File: src/source/aes_axi_pkg.sv
`default_nettype none

package aes_axi_pkg;

	// Bus geometry
	localparam int DATA_W    = 32;
	localparam int STRB_W    = DATA_W / 8;
	localparam int ADDR_LSB  = 2;
	localparam int REG_IDX_W = 5;

	localparam logic [1:0] RESP_OKAY = 2'b00;

	// AES-128 engine
	localparam int NUM_ROUNDS     = 10;
	localparam int ENGINE_LATENCY = NUM_ROUNDS + 1;

	typedef logic [DATA_W-1:0]    word_t;
	typedef logic [127:0]         block_t;
	typedef logic [REG_IDX_W-1:0] reg_idx_t;

	////////////////////////////////////////////////////////////
	// Register map, word indices
	////////////////////////////////////////////////////////////

	localparam reg_idx_t REG_CTRL     = 5'd0;
	// Key words 1 to 4, word 0 is the most significant
	localparam reg_idx_t REG_KEY0     = 5'd1;
	// Block words 13 to 16
	localparam reg_idx_t REG_MSG0     = 5'd13;
	localparam reg_idx_t REG_MSG_LAST = 5'd16;
	localparam reg_idx_t REG_CLEAR    = 5'd17;
	localparam reg_idx_t REG_CYCLES   = 5'd18;
	// Ciphertext words 19 to 22
	localparam reg_idx_t REG_RESULT0  = 5'd19;

endpackage

`default_nettype wire
File: src/source/aes_reg_bank.sv
`timescale 1ns/10ps
`default_nettype none

module aes_reg_bank (
	input  wire                            S_AXI_ACLK,
	input  wire                            S_AXI_ARESETN,
	input  wire                            wr_en,
	input  wire  aes_axi_pkg::reg_idx_t    wr_idx,
	input  wire  aes_axi_pkg::word_t       wr_data,
	input  wire  [aes_axi_pkg::STRB_W-1:0] wr_strb,
	input  wire                            rd_en,
	input  wire  aes_axi_pkg::reg_idx_t    rd_idx,
	output aes_axi_pkg::word_t             rd_data,
	output logic                           start,
	output logic                           abort,
	output aes_axi_pkg::block_t            key,
	output aes_axi_pkg::block_t            plaintext,
	input  wire                            ready,
	input  wire  aes_axi_pkg::block_t      result
);

	aes_axi_pkg::word_t key_q [4];
	aes_axi_pkg::word_t msg_q [4];
	aes_axi_pkg::word_t cycles_q;
	logic               busy_q;

	function automatic aes_axi_pkg::word_t merge_bytes(
		input aes_axi_pkg::word_t             old_word,
		input aes_axi_pkg::word_t             new_word,
		input logic [aes_axi_pkg::STRB_W-1:0] strb
	);
		aes_axi_pkg::word_t merged;
		merged = old_word;
		for (int b = 0; b < aes_axi_pkg::STRB_W; b++) begin
			if (strb[b]) begin
				merged[8*b +: 8] = new_word[8*b +: 8];
			end
		end
		return merged;
	endfunction

	////////////////////////////////////////////////////////////
	// Key and block registers
	////////////////////////////////////////////////////////////

	always_ff @(posedge S_AXI_ACLK) begin
		if (!S_AXI_ARESETN || abort) begin
			for (int i = 0; i < 4; i++) begin
				key_q[i] <= '0;
				msg_q[i] <= '0;
			end
		end else if (wr_en) begin
			for (int i = 0; i < 4; i++) begin
				if (int'(wr_idx) == int'(aes_axi_pkg::REG_KEY0) + i) begin
					key_q[i] <= merge_bytes(key_q[i], wr_data, wr_strb);
				end
				if (int'(wr_idx) == int'(aes_axi_pkg::REG_MSG0) + i) begin
					msg_q[i] <= merge_bytes(msg_q[i], wr_data, wr_strb);
				end
			end
		end
	end

	assign key       = {key_q[0], key_q[1], key_q[2], key_q[3]};
	assign plaintext = {msg_q[0], msg_q[1], msg_q[2], msg_q[3]};

	// Strobes follow the write by one cycle
	always_ff @(posedge S_AXI_ACLK) begin
		if (!S_AXI_ARESETN) begin
			start <= 1'b0;
			abort <= 1'b0;
		end else begin
			start <= wr_en && (wr_idx == aes_axi_pkg::REG_MSG_LAST);
			abort <= wr_en && (wr_idx == aes_axi_pkg::REG_CLEAR);
		end
	end

	// Busy from start until ready, the ready cycle still counts
	always_ff @(posedge S_AXI_ACLK) begin
		if (!S_AXI_ARESETN || abort) begin
			busy_q   <= 1'b0;
			cycles_q <= '0;
		end else if (start) begin
			busy_q   <= 1'b1;
			cycles_q <= '0;
		end else if (busy_q) begin
			cycles_q <= cycles_q + 1'b1;
			if (ready) begin
				busy_q <= 1'b0;
			end
		end
	end

	////////////////////////////////////////////////////////////
	// Read mux
	////////////////////////////////////////////////////////////

	always_comb begin
		rd_data = '0;
		if (rd_en) begin
			if (rd_idx == aes_axi_pkg::REG_CTRL) begin
				rd_data[aes_axi_pkg::DATA_W-1] = ready;
			end
			if (rd_idx == aes_axi_pkg::REG_CYCLES) begin
				rd_data = cycles_q;
			end
			for (int i = 0; i < 4; i++) begin
				if (int'(rd_idx) == int'(aes_axi_pkg::REG_KEY0) + i) begin
					rd_data = key_q[i];
				end
				if (int'(rd_idx) == int'(aes_axi_pkg::REG_MSG0) + i) begin
					rd_data = msg_q[i];
				end
				// Ciphertext only once the run has finished
				if (int'(rd_idx) == int'(aes_axi_pkg::REG_RESULT0) + i && ready) begin
					rd_data = result[127 - 32*i -: 32];
				end
			end
		end
	end

	start_abort_excl: assert property (@(posedge S_AXI_ACLK) disable iff (!S_AXI_ARESETN)
		!(start && abort))
		else $error("Start and abort raised together");

	// A finished run was counted for the full engine latency
	run_length: assert property (@(posedge S_AXI_ACLK) disable iff (!S_AXI_ARESETN)
		busy_q && ready && !start && !abort
		|-> cycles_q == aes_axi_pkg::word_t'(aes_axi_pkg::ENGINE_LATENCY - 1))
		else $error("Engine finished after an unexpected number of cycles");

endmodule

`default_nettype wire

File: config.mk
export PLATFORM = sky130hd
export DESIGN_NAME = aes_reg_bank
export DESIGN_NICKNAME = d
export VERILOG_FILES = /design/src/source/aes_axi_pkg.sv /design/src/source/aes_reg_bank.sv
export SDC_FILE = /design/constraint.sdc
export NUM_CORES = 1
export LEC_CHECK = 0
export ABC_AREA = 1
export BUFFER_PORTS_ARGS = -buffer_cell sky130_fd_sc_hd__buf_2
export CAP_MARGIN = 20
export CORE_UTILIZATION = 25
export CTS_CLUSTER_DIAMETER = 150
export CTS_CLUSTER_SIZE = 40
export DETAILED_ROUTE_END_ITERATION = 6
export PLACE_DENSITY = 0.42
export REMOVE_ABC_BUFFERS = 1
export SETUP_SLACK_MARGIN = 0.5
export SLEW_MARGIN = 40
export SYNTH_ARGS = -nofsm -noshare
export SYNTH_HDL_FRONTEND = slang
export SYNTH_SLANG_ARGS = --single-unit
File: constraint.sdc
create_clock -name S_AXI_ACLK -period 2.6 [get_ports S_AXI_ACLK]
set_input_delay 0.39 -clock S_AXI_ACLK [delete_from_list [all_inputs] [get_ports S_AXI_ACLK]]
set_output_delay 0.39 -clock S_AXI_ACLK [all_outputs]
set_load 0.005 [all_outputs]
==> flow_summary.yaml <==
critical_path:
  path_class: "input port to primary output"
  reg2reg_from: "abort"
  r2r_cells: 8
  ff2ff_setup_slack_ns: 0.60
  cp-end-kind: "primary output"
  startpoint_type: "input port"
  crit_start: "rd_idx[2]"
  crit_top_cell: "nand4_1"
  crit_chain: "buf_12 > nor2_4 > buf_6 > bufbuf_16 > nand4_1 > nand3_1 > nand2_1 > nand4_1 > nor2_1 > nand4_1 > nand2_1 > a21oi_1 > buf_2"
  crit_fanout: 5
  cpMaxStageDelayCell: "bufbuf_16"
  r2r_end: "key_q[0][26]"
  cp.arrival_ns: 2.03
  required_ns: 2.21
  cp_slowest_stage_delay_ns: 0.25
run:
  cap_viol_max_count: 0
final_layout:
  final_cell_mix: "462 x buf_2, 357 x nor2_1, 323 x nand2_1, 256 x edfxtp_1, 136 x inv_1"
  drive_above_1_share: 0.350
  final_common_cell: "buf_2"
  nets: 2445
  syn2layout_area_growth_pct: 38.9
  design_area_um2: 20400
synthesis:
  avgSynthCellArea_um2: 8.63
  synthMuxAreaShare: 0
  ys_types: 31
  synth_seq_area_share: 0.572
  synth_top_family_by_area: "simple AND/OR/NAND/NOR gates"
  synth-seq-cells: 291
  yosysWarnings: 0
  synth_compound_area_frac: 0.0511
  synthAdderAreaFrac: 0.000853
  syn-instance-count: 1698
  synth_xor_area_frac: 0.00836
  syn_area_um2: 14700
  synth-simple-area-share: 0.300
drt:
  drt_first_pass_iters: 5
  avgRoutedWirePerCell_um: 23.0
  drt_iter0_markers: 1418
  avgViaCountPerCell: 4.77
  wl_mm: 70.0
  remaining_drc_errors: 0
  ant_nets: 0
  vias: 14470
sta:
  clock-skew-final_ns: 0.0369
  fin_crit_sh: 0.930
  fmax_mhz: 413
  hold_slack_ns: 0.0880
  slew_headroom: 0.623
  drv_slew: 0
  fin_crit_ns: 2.42
  hold_viol: 0
  setup_viol: 0
  rsz0062_at_grt: "yes"
  worst_pin_slew_ns: 0.566
global_routing:
  grt_max_degree: 42
  antenna_found_initial: 1
  grt_pass1_vias: 13931
  grt_use_met2: 0.390
  gr-usage-met3: 0.0269
  track_usage: 0.226
  top_usage_layer: "met2"
  grt_first_pass_wirelength_mm: 97.9
  gr-total-overflow: 0
  use_met1: 0.301
clock_tree:
  clkSinkCount: 291
  root_buffer: "clkbuf_16"
  cts_hold_buf: 0
  htreeDepth: 1
  clk_pin_slew_ns: 0.16
  clock_latency_ns: 0.51
  cts_tree: "done"
  cts_inserted_buffers: 11
  cts.path.max_buffers: 3
power_and_ir_drop:
  p_per_area_nw_per_um2: 431
  p_leak_uw: 0.00918
  ir_worst_vdd_mv: 0.462
worst_hold_path:
  worstHoldStart: "wr_idx[1]"
  min_to: "abort"
  holdPathStages: 2
  min_path_type: "input port to flip-flop"
die:
  fp.dieH_um: 244
  pin_count: 469
  core_um2: 57800
  die_w_um: 244
  initial_utilization: 0.254
  die_area_um2: 59600
  rows: 88
status:
  status: "complete, no violations"
place:
  gp_congestion: 0.937
  post_dp_cell_area_um2: 18700
  hpwl_mm: 51.9
  portBuffers: 468
area by class of cell:
type | instances | area, um2
inverter | 145 | 562
clock inverter | 2 | 37.5
timing repair buffer | 650 | 4500
antenna | 1 | 2.50
clock buffer | 15 | 290
fill | 6080 | 37400
multi-input combinational | 1166 | 5610
tap | 765 | 957
sequential | 291 | 8400
through the flow:
stage | worst slack, ns | std cells | setup TNS (ns) | total power (uW) | util
6_report | 0.181 | 3035 | 0 | 8780 | 0.352
5_1_grt | 0.0623 | 3035 | 0 | 9090 | 0.352
4_1_cts | 0.183 | 3027 | 0 | 8850 | 0.349
3_5_place_dp | -0.0122 | 2941 | -0.0122 | 6350 | 0.323
3_3_place_gp | -0.0125 | 2941 | -0.0125 | 6350 | 0.323
2_1_floorplan | -2.10 | 1602 | -173.87 | 5680 | -
worst max path at each step:
stage                       end  slack [ns]
floorplan            rd_data[0]       -2.10
global placement    rd_data[26]       -0.01
detailed placement  rd_data[26]       -0.01
CTS                 rd_data[31]        0.18
global route        rd_data[31]        0.06
finish              rd_data[27]        0.18
repair_timing:
item	CTS	global route
pin swaps	46	36
resized for setup	96	38
gates cloned	13	0
setup endpoints to repair	54	75
buffers inserted	56	7
sequential cells by signal (all words and copies together), names as in the netlist:
| signal | count |
|---|---|
| busy_q | 1 |
| start | 1 |
| abort | 1 |
| msg_q | 128 |
| cycles_q | 32 |
| key_q | 128 |
Yosys cell counts:
master	instances	area share
buf_6	3	0.0023
a31oi_1	1	0.00043
nand3_1	51	0.017
nor2_2	5	0.0021
inv_1	138	0.035
xnor2_1	3	0.0018
nor2_4	2	0.0015
nor4_1	3	0.0013
nand4_1	134	0.057
a211oi_1	1	0.00051
a21oi_1	75	0.026
buf_4	3	0.0015
edfxtp_1	256	0.52
or2_0	30	0.013
nand2_1	347	0.089
clkinv_1	2	0.00051
buf_1	3	0.00077
inv_2	5	0.0013
xor2_1	11	0.0066
ha_1	1	0.00085
clkbuf_1	49	0.013
or2_2	36	0.015
o21ai_0	72	0.025
nand2_2	1	0.00043
dfxtp_1	35	0.048
nor3_1	16	0.0055
and3_1	1	0.00043
nand3_4	1	0.0012
nor3b_1	1	0.00051
nor2_1	374	0.096
buf_2	38	0.013
report_power, final:
| part | internal, uW | switching, uW |
|---|---|---|
| Clock | 827 | 1560 |
| Combinational | 459 | 662 |
| Sequential | 5190 | 93.0 |
| Total | 6470 | 2310 |
routing by layer:
layer  vias up  routed length [um]
met5         -                   0
met4         0                1450
met3        50                3890
met2       500               34800
met1      7131               29800
li1       6789                   -
worst max-delay path: cells and delay by family:
family          cells  cell delay, ns
buf+inv             4            0.65
simple gates        8            0.86
compound gates      1            0.13
cells by family after synthesis:
group / Yosys count
AO/OA/AOI/OAI: 149
AND/OR/NAND/NOR: 1002
buffers and inverters: 241
adder cells (fa/ha/maj): 1
flip-flops: 291
XOR/XNOR: 14
(Power assumes the default switching activity.)
