## src/source/aes_axi_pkg.sv

```systemverilog
`default_nettype none

package aes_axi_pkg;

	// Bus geometry
	localparam int DATA_W    = 32;
	localparam int STRB_W    = DATA_W / 8;
	localparam int ADDR_LSB  = 2;
	localparam int REG_IDX_W = 5;

	localparam logic [1:0] RESP_OKAY = 2'b00;

	// AES-128 engine
	localparam int NUM_ROUNDS     = 10;
	localparam int ENGINE_LATENCY = NUM_ROUNDS + 1;

	typedef logic [DATA_W-1:0]    word_t;
	typedef logic [127:0]         block_t;
	typedef logic [REG_IDX_W-1:0] reg_idx_t;

	////////////////////////////////////////////////////////////
	// Register map, word indices
	////////////////////////////////////////////////////////////

	localparam reg_idx_t REG_CTRL     = 5'd0;
	// Key words 1 to 4, word 0 is the most significant
	localparam reg_idx_t REG_KEY0     = 5'd1;
	// Block words 13 to 16
	localparam reg_idx_t REG_MSG0     = 5'd13;
	localparam reg_idx_t REG_MSG_LAST = 5'd16;
	localparam reg_idx_t REG_CLEAR    = 5'd17;
	localparam reg_idx_t REG_CYCLES   = 5'd18;
	// Ciphertext words 19 to 22
	localparam reg_idx_t REG_RESULT0  = 5'd19;

endpackage

`default_nettype wire
```

## src/source/axil_slave.sv

```systemverilog
`timescale 1ns/10ps
`default_nettype none

module axil_slave #(
	parameter int ADDR_W = 7
) (
	input  wire                            S_AXI_ACLK,
	input  wire                            S_AXI_ARESETN,
	// Write address
	input  wire  [ADDR_W-1:0]              s_axi_awaddr,
	input  wire                            s_axi_awvalid,
	output logic                           s_axi_awready,
	// Write data
	input  wire  [aes_axi_pkg::DATA_W-1:0] s_axi_wdata,
	input  wire  [aes_axi_pkg::STRB_W-1:0] s_axi_wstrb,
	input  wire                            s_axi_wvalid,
	output logic                           s_axi_wready,
	// Write response
	output logic [1:0]                     s_axi_bresp,
	output logic                           s_axi_bvalid,
	input  wire                            s_axi_bready,
	// Read address
	input  wire  [ADDR_W-1:0]              s_axi_araddr,
	input  wire                            s_axi_arvalid,
	output logic                           s_axi_arready,
	// Read data
	output logic [aes_axi_pkg::DATA_W-1:0] s_axi_rdata,
	output logic [1:0]                     s_axi_rresp,
	output logic                           s_axi_rvalid,
	input  wire                            s_axi_rready,
	// Register strobes
	output logic                           wr_en,
	output aes_axi_pkg::reg_idx_t          wr_idx,
	output aes_axi_pkg::word_t             wr_data,
	output logic [aes_axi_pkg::STRB_W-1:0] wr_strb,
	output logic                           rd_en,
	output aes_axi_pkg::reg_idx_t          rd_idx,
	input  wire  aes_axi_pkg::word_t       rd_data
);

	// Shared by AWREADY and WREADY
	logic aw_ready_q;
	logic accept_wr;
	logic accept_rd;

	////////////////////////////////////////////////////////////
	// Write path
	////////////////////////////////////////////////////////////

	// Address and data together, nothing pending
	assign accept_wr = !aw_ready_q && s_axi_awvalid && s_axi_wvalid && !s_axi_bvalid;

	always_ff @(posedge S_AXI_ACLK) begin
		if (!S_AXI_ARESETN) begin
			aw_ready_q   <= 1'b0;
			s_axi_bvalid <= 1'b0;
		end else begin
			aw_ready_q <= accept_wr;
			if (wr_en) begin
				s_axi_bvalid <= 1'b1;
			end else if (s_axi_bvalid && s_axi_bready) begin
				s_axi_bvalid <= 1'b0;
			end
		end
	end

	always_ff @(posedge S_AXI_ACLK) begin
		if (accept_wr) begin
			wr_idx  <= s_axi_awaddr[aes_axi_pkg::ADDR_LSB +: aes_axi_pkg::REG_IDX_W];
			wr_data <= s_axi_wdata;
			wr_strb <= s_axi_wstrb;
		end
	end

	assign s_axi_awready = aw_ready_q;
	assign s_axi_wready  = aw_ready_q;
	assign wr_en         = aw_ready_q && s_axi_awvalid && s_axi_wvalid;
	assign s_axi_bresp   = aes_axi_pkg::RESP_OKAY;

	////////////////////////////////////////////////////////////
	// Read path
	////////////////////////////////////////////////////////////

	assign accept_rd = !s_axi_arready && s_axi_arvalid && !s_axi_rvalid;

	always_ff @(posedge S_AXI_ACLK) begin
		if (!S_AXI_ARESETN) begin
			s_axi_arready <= 1'b0;
			s_axi_rvalid  <= 1'b0;
		end else begin
			s_axi_arready <= accept_rd;
			if (rd_en) begin
				s_axi_rvalid <= 1'b1;
			end else if (s_axi_rvalid && s_axi_rready) begin
				s_axi_rvalid <= 1'b0;
			end
		end
	end

	// Register bank answers in the strobe cycle
	always_ff @(posedge S_AXI_ACLK) begin
		if (accept_rd) begin
			rd_idx <= s_axi_araddr[aes_axi_pkg::ADDR_LSB +: aes_axi_pkg::REG_IDX_W];
		end
		if (rd_en) begin
			s_axi_rdata <= rd_data;
		end
	end

	assign rd_en       = s_axi_arready && s_axi_arvalid;
	assign s_axi_rresp = aes_axi_pkg::RESP_OKAY;

	// Responses wait for the master
	bvalid_hold: assert property (@(posedge S_AXI_ACLK) disable iff (!S_AXI_ARESETN)
		s_axi_bvalid && !s_axi_bready |=> s_axi_bvalid)
		else $error("BVALID dropped before BREADY");

	rvalid_hold: assert property (@(posedge S_AXI_ACLK) disable iff (!S_AXI_ARESETN)
		s_axi_rvalid && !s_axi_rready |=> s_axi_rvalid && $stable(s_axi_rdata))
		else $error("RVALID or RDATA changed before RREADY");

endmodule

`default_nettype wire

```

## config.mk

```make
export PLATFORM = sky130hd
export DESIGN_NAME = axil_slave
export DESIGN_NICKNAME = d
export VERILOG_FILES = /design/src/source/aes_axi_pkg.sv /design/src/source/axil_slave.sv
export SDC_FILE = /design/constraint.sdc
export NUM_CORES = 1
export LEC_CHECK = 0
export BUFFER_PORTS_ARGS = -buffer_cell sky130_fd_sc_hd__buf_2
export CAP_MARGIN = 20
export CORE_ASPECT_RATIO = 1.75
export CORE_UTILIZATION = 40
export CTS_CLUSTER_DIAMETER = 150
export CTS_CLUSTER_SIZE = 12
export DETAILED_ROUTE_END_ITERATION = 10
export MAX_ROUTING_LAYER = met4
export PLACE_DENSITY_LB_ADDON = 0.12
export SETUP_SLACK_MARGIN = 0.1
export SLEW_MARGIN = 20
export SYNTH_ARGS = -nofsm -noshare
export SYNTH_HDL_FRONTEND = slang
export SYNTH_SLANG_ARGS = --single-unit
```

## constraint.sdc

```tcl
create_clock -name S_AXI_ACLK -period 4.81 [get_ports S_AXI_ACLK]
set_input_delay 0.2405 -clock S_AXI_ACLK [delete_from_list [all_inputs] [get_ports S_AXI_ACLK]]
set_output_delay 0.2405 -clock S_AXI_ACLK [all_outputs]
set_load 0.1 [all_outputs]
```

==> results of run 1 <==
[metal layers]
layer | wire length (um) | vias up | track usage
met4 | 104 | 0 | 0.1196
met2 | 2548 | 116 | 0.2512
met1 | 1798 | 694 | 0.1545
met3 | 440 | 8 | 0.04979
met5 | 0 | - | -
li1 | - | 736 | -
[layout by cell type, fill, tap and decap left out]
cell,count
and2_1,2
and3_4,1
buf_2,169
buf_4,2
bufinv_16,2
clkbuf_1,3
clkbuf_8,9
clkinv_2,1
conb_1,4
dfxtp_1,4
edfxtp_1,78
nand2_1,1
nor2b_1,2
nor3_2,1
nor3b_2,1
nor4b_2,1
o21a_1,2
[final cells by class]
| type | count | area, um^2 |
|---|---|---|
| flip-flops and latches | 82 | 2422 |
| multi-input cells | 15 | 107.6 |
| clock inverters | 3 | 65.06 |
| fillers | 517 | 2490 |
| clock buffers | 12 | 135.1 |
| well taps | 80 | 100.1 |
| repair buffers | 171 | 860.8 |
[cells in the mapped netlist]
library cell,number
nor4b_2,1
nand2_1,1
o21a_1,2
and3_4,1
nor3b_2,1
buf_4,5
and2_1,2
nor2b_1,2
nor3_1,1
dfxtp_1,4
conb_1,1
edfxtp_1,78
[where the power goes]
part           internal, mW  total (mW)  switching (mW)  leakage [nW]
clock network         0.289       0.503           0.214         0.100
registers             0.813       0.820         0.00670         0.756
logic                0.0430       0.276           0.233         0.733
total                  1.15        1.60           0.454          1.59
[critical path, stage by stage (launching register included)]
cell and delay [ns]:
dfxtp_1 0.36, and2_1 0.46, buf_4 0.37, buf_2 0.48
[registers in the layout (all words and copies together) (netlist names)]
signal and flops:
s_axi_arready 1, rd_idx 5, s_axi_rdata 32, wr_strb 4, wr_data 32, s_axi_bvalid 1, s_axi_awready 1, s_axi_rvalid 1
wr_idx 5
[kinds of logic (layout without fill, tap and decap cells)]
family	Yosys count	in the layout	share of synthesized area
AOI/OAI and AO/OA	2	2	0.005884
buffers and inverters	5	186	0.01471
DFF	82	82	0.9495
other	1	4	0.001470
and+or+nand+nor	9	9	0.02844
[stage by stage]
stage	power [mW]	instances	hold slack [ns]
after floorplan	1.057	102	0.3394
after global placement	1.110	348	0.4172
after detailed placement	1.113	348	0.4186
after CTS	1.617	363	0.03960
after global routing	1.652	363	0.03580
final	1.599	363	0.06806
[worst min path at each step]
stage / startpoint / endpoint / cells after the start
finish: s_axi_wdata[16] / wr_data[16]$_DFFE_PP_ / 1
global route: s_axi_wstrb[3] / wr_strb[3]$_DFFE_PP_ / 1
global placement: s_axi_wdata[0] / wr_data[0]$_DFFE_PP_ / 1
CTS: s_axi_wdata[16] / wr_data[16]$_DFFE_PP_ / 1
floorplan: s_axi_araddr[2] / rd_idx[0]$_DFFE_PP_ / 0
detailed placement: s_axi_wdata[14] / wr_data[14]$_DFFE_PP_ / 1
==> results.yml, run 1 <==
status:
  status: "finished clean"
cts:
  htree_levels: 3
  cts_setup_buffers: 0
  tritoncts: "yes"
  clkSinkCount: 82
  cts_resized: 0
  root_buffer: "clkbuf_8"
  postCtsHoldBufs: 0
  cts_buffers: 9
  clk_path_buf_depth: 2
  clkTransAtPathRegs_ns: 0.08
  clk_latency_ns: 0.34
critical_path:
  crit_type: "reg2out"
  crit_arrival_ns: 2.01
  crit_path_start_kind: "flip-flop"
  path_max_fanout: 22
  reg2reg_depth: 2
  timing.rr.start: "s_axi_arready$_SDFF_PN0_"
  cp.required_ns: 4.57
  crit_start: "s_axi_arready$_SDFF_PN0_"
  r2r_end: "s_axi_rdata[24]$_DFFE_PP_"
  endpoint_kind: "primary output"
  rrSetupSlack_ns: 3.30
  crit_path_end: "rd_en"
place:
  portBuffers: 169
  dp_hpwl_um: 3666
  place.gp.congestion: 0.6653
  dp_slack_ns: 2.887
  place_area_mm2: 0.003491
global_routing:
  grt_overflow: 0
  grt_pass1_vias: 1419
  grt_usage: 0.1553
  antenna_found_initial: 0
  grt_pass1_wl_um: 6927
  grt_max_degree: 42
yosys:
  yosysTopAreaCellShare: 0.9181
  syn-cell-area_mm2: 0.002551
  yosysWarnings: 0
  yosysSeqAreaShare: 0.9495
  netlist_instances: 99
  ys_seq_elements: 82
  synth_area_leader_cell: "edfxtp_1"
  avgSynthCellArea_um2: 25.77
  synth_area_leaders: "edfxtp_1 92%, dfxtp_1 3.1%, buf_4 1.5%, nor4b_2 0.59%, o21a_1 0.59%"
  ys_types: 12
timing:
  layout_setup_ws_ns: 2.557
  hold_viol: 0
  fin_skew_ns: 0.006871
  tightest_slew_ns: 0.5086
  tns_ns: 0
  relSlewSlack: 0.6609
  slew_violations: 0
  period_needed_ns: 2.253
  setup_viol: 0
  rsz0062_at_grt: "no"
  max_freq_mhz: 443.8
  fin_crit_sh: 0.4685
detailed_routing:
  via_per_inst: 4.281
  first_pass_iters: 4
  first_iter_violations: 90
  wl_um: 4890
  vias: 1554
  wl_per_cell_um: 13.47
  drc_errors: 0
  ant_nets: 0
min_path:
  holdCritPathClass: "in2reg"
power_and_ir_drop:
  power_leakage_nw: 1.589
  cellPowerDensity_mw_per_mm2: 433.3
  ir_drop_uv: 275.8
floorplan:
  start_util: 0.4128
  die_h_um: 107.7
  core_area_mm2: 0.006181
  dieArea_mm2: 0.006714
  ios: 178
  die_x_um: 62.37
  rows: 38
final_layout:
  antenna_cells: 0
  utilization: 0.5972
  drive_gt1_frac: 0.6608
  fin_nets: 368
  finalInstanceArea_mm2: 0.003691
  area_delta_synth_final_pct: 44.68
job:
  cap_violations: 0
No activity file was read; power rests on OpenSTA's default activity.
==> run 2, diff against run 1 <==
--- a/config.mk
+++ b/config.mk
@@ -8,7 +8,7 @@
 export BUFFER_PORTS_ARGS = -buffer_cell sky130_fd_sc_hd__buf_2
 export CAP_MARGIN = 20
 export CORE_ASPECT_RATIO = 1.75
-export CORE_UTILIZATION = 40
+export CORE_UTILIZATION = 36
 export CTS_CLUSTER_DIAMETER = 150
 export CTS_CLUSTER_SIZE = 12
 export DETAILED_ROUTE_END_ITERATION = 10
==> constraint.sdc (replaced) <==
create_clock -name S_AXI_ACLK -period 1.95 [get_ports S_AXI_ACLK]
set_input_delay 0.0975 -clock S_AXI_ACLK [delete_from_list [all_inputs] [get_ports S_AXI_ACLK]]
set_output_delay 0.0975 -clock S_AXI_ACLK [all_outputs]
set_load 0.1 [all_outputs]
==> results.yml, run 2 (synthesized netlist as in run 1, its figures left out) <==
cts:
  tritoncts: "yes"
  cts_buffers: 9
  htree_levels: 3
  postCtsHoldBufs: 78
  clk_latency_ns: 0.33
  root_buffer: "clkbuf_16"
  clk_path_buf_depth: 2
  cts_resized: 0
  clkSinkCount: 82
  cts_setup_buffers: 0
  clkTransAtPathRegs_ns: 0.06
place:
  dp_cells: 351
  dp_slack_ns: 0.5936
  portBuffers: 169
  dp_hpwl_um: 3666
  place.gp.congestion: 0.7187
timing:
  hold_viol: 0
  hold_slack_ns: 0.01775
  rsz0062_at_grt: "no"
  fin_crit_sh: 0.8660
  layout_setup_ws_ns: 0.2614
  max_freq_mhz: 592.2
  setup_viol: 0
  period_needed_ns: 1.689
  fin_skew_ns: 0.003105
  slew_violations: 0
  tns_ns: 0
detailed_routing:
  first_iter_violations: 158
  ant_nets: 0
  wl_um: 5794
  first_pass_iters: 3
  drc_errors: 0
  vias: 1847
  via_per_inst: 4.151
  wl_per_cell_um: 13.02
floorplan:
  ios: 178
  rows: 40
  die_h_um: 113.4
  die_x_um: 65.64
  dieArea_mm2: 0.007440
  start_util: 0.3721
  core_area_mm2: 0.006857
critical_path:
  timing.rr.start: "s_axi_bvalid$_SDFFE_PN0P_"
  path_max_fanout: 34
  crit_type: "reg2out"
  crit_start: "s_axi_arready$_SDFF_PN0_"
  crit_path_start_kind: "flip-flop"
  cp.required_ns: 1.85
  crit_arrival_ns: 1.59
  endpoint_kind: "primary output"
final_layout:
  utilization: 0.6706
  fin_cells: 445
  nFillCells: 484
  area_delta_synth_final_pct: 80.24
  fin_nets: 445
  top_regs: "s_axi_rdata x32, wr_data x32"
  final_cell_mix: "169 x buf_2, 78 x dlygate4sd3_1, 78 x edfxtp_1"
  antenna_cells: 0
  drive_gt1_frac: 0.5291
  final_common_cell: "buf_2"
power_and_ir_drop:
  power_leakage_nw: 1.960
  ir_drop_uv: 796.2
  cellPowerDensity_mw_per_mm2: 977.3
job:
  cap_violations: 0
min_path:
  holdCritPathClass: "in2reg"
  hp-start: "S_AXI_ARESETN"
status:
  status: "finished clean"
global_routing:
  antenna_found_initial: 0
  grt_max_degree: 42
  grt_usage: 0.1651
  grt_pass1_vias: 1886
  grt_pass1_wl_um: 8411
  grt_overflow: 0
==> run 2: cell types whose count changed in the layout (fill, tap and decap cells not counted), sizes merged <==
cell,previous run,this run
dlygate4sd3,0,78
bufinv,2,1
clkbuf,12,14
buf,171,170
==> run 2: metrics by stage <==
| stage | instance area (um^2) | total power, mW |
|---|---|---|
| after floorplan | 2585 | 2.606 |
| after global placement | 3518 | 2.744 |
| after detailed placement | 3518 | 2.750 |
| after CTS | 4598 | 4.531 |
| after global routing | 4598 | 4.630 |
| final | 4598 | 4.494 |
==> run 2: power breakdown <==
| part | leakage (nW) | total, mW | internal, mW | switching (mW) |
|---|---|---|---|---|
| sequential | 0.758 | 2.02 | 2.01 | 0.0166 |
| clock | 0.147 | 1.66 | 1.06 | 0.600 |
| combinational | 1.06 | 0.811 | 0.212 | 0.599 |
| total | 1.96 | 4.49 | 3.28 | 1.22 |
==> run 2: final timing paths <==
path                                     to  slack [ns]  depth (start not counted)
setup / recovery                      rd_en        0.26                          2
hold reg to reg    s_axi_awready$_SDFF_PN0_        0.45                          1
hold / removal    s_axi_bvalid$_SDFFE_PN0P_        0.02                          2
setup reg to reg      wr_data[13]$_DFFE_PP_        0.80                          2
==> run 2: final cells by class <==
class	instances	area [um^2]	area share
clock buffer	14	264.0	0.05741
sequential	82	2431	0.5287
tap	84	105.1	0.02286
clock inverter	2	35.03	0.007619
timing repair buffer	248	1647	0.3581
multi-input combinational	15	116.4	0.02531
==> run 2: routing by layer <==
metal,part of all wire,track usage
met1,0.38,0.1578
met2,0.51,0.2748
met3,0.078,0.04335
met4,0.032,0.1217
met5,0,-
==> run 2: worst max-delay path, stage by stage, from the launching register on <==
cell	delay, ns
dfxtp_2	0.34
and2_4	0.41
buf_2	0.51
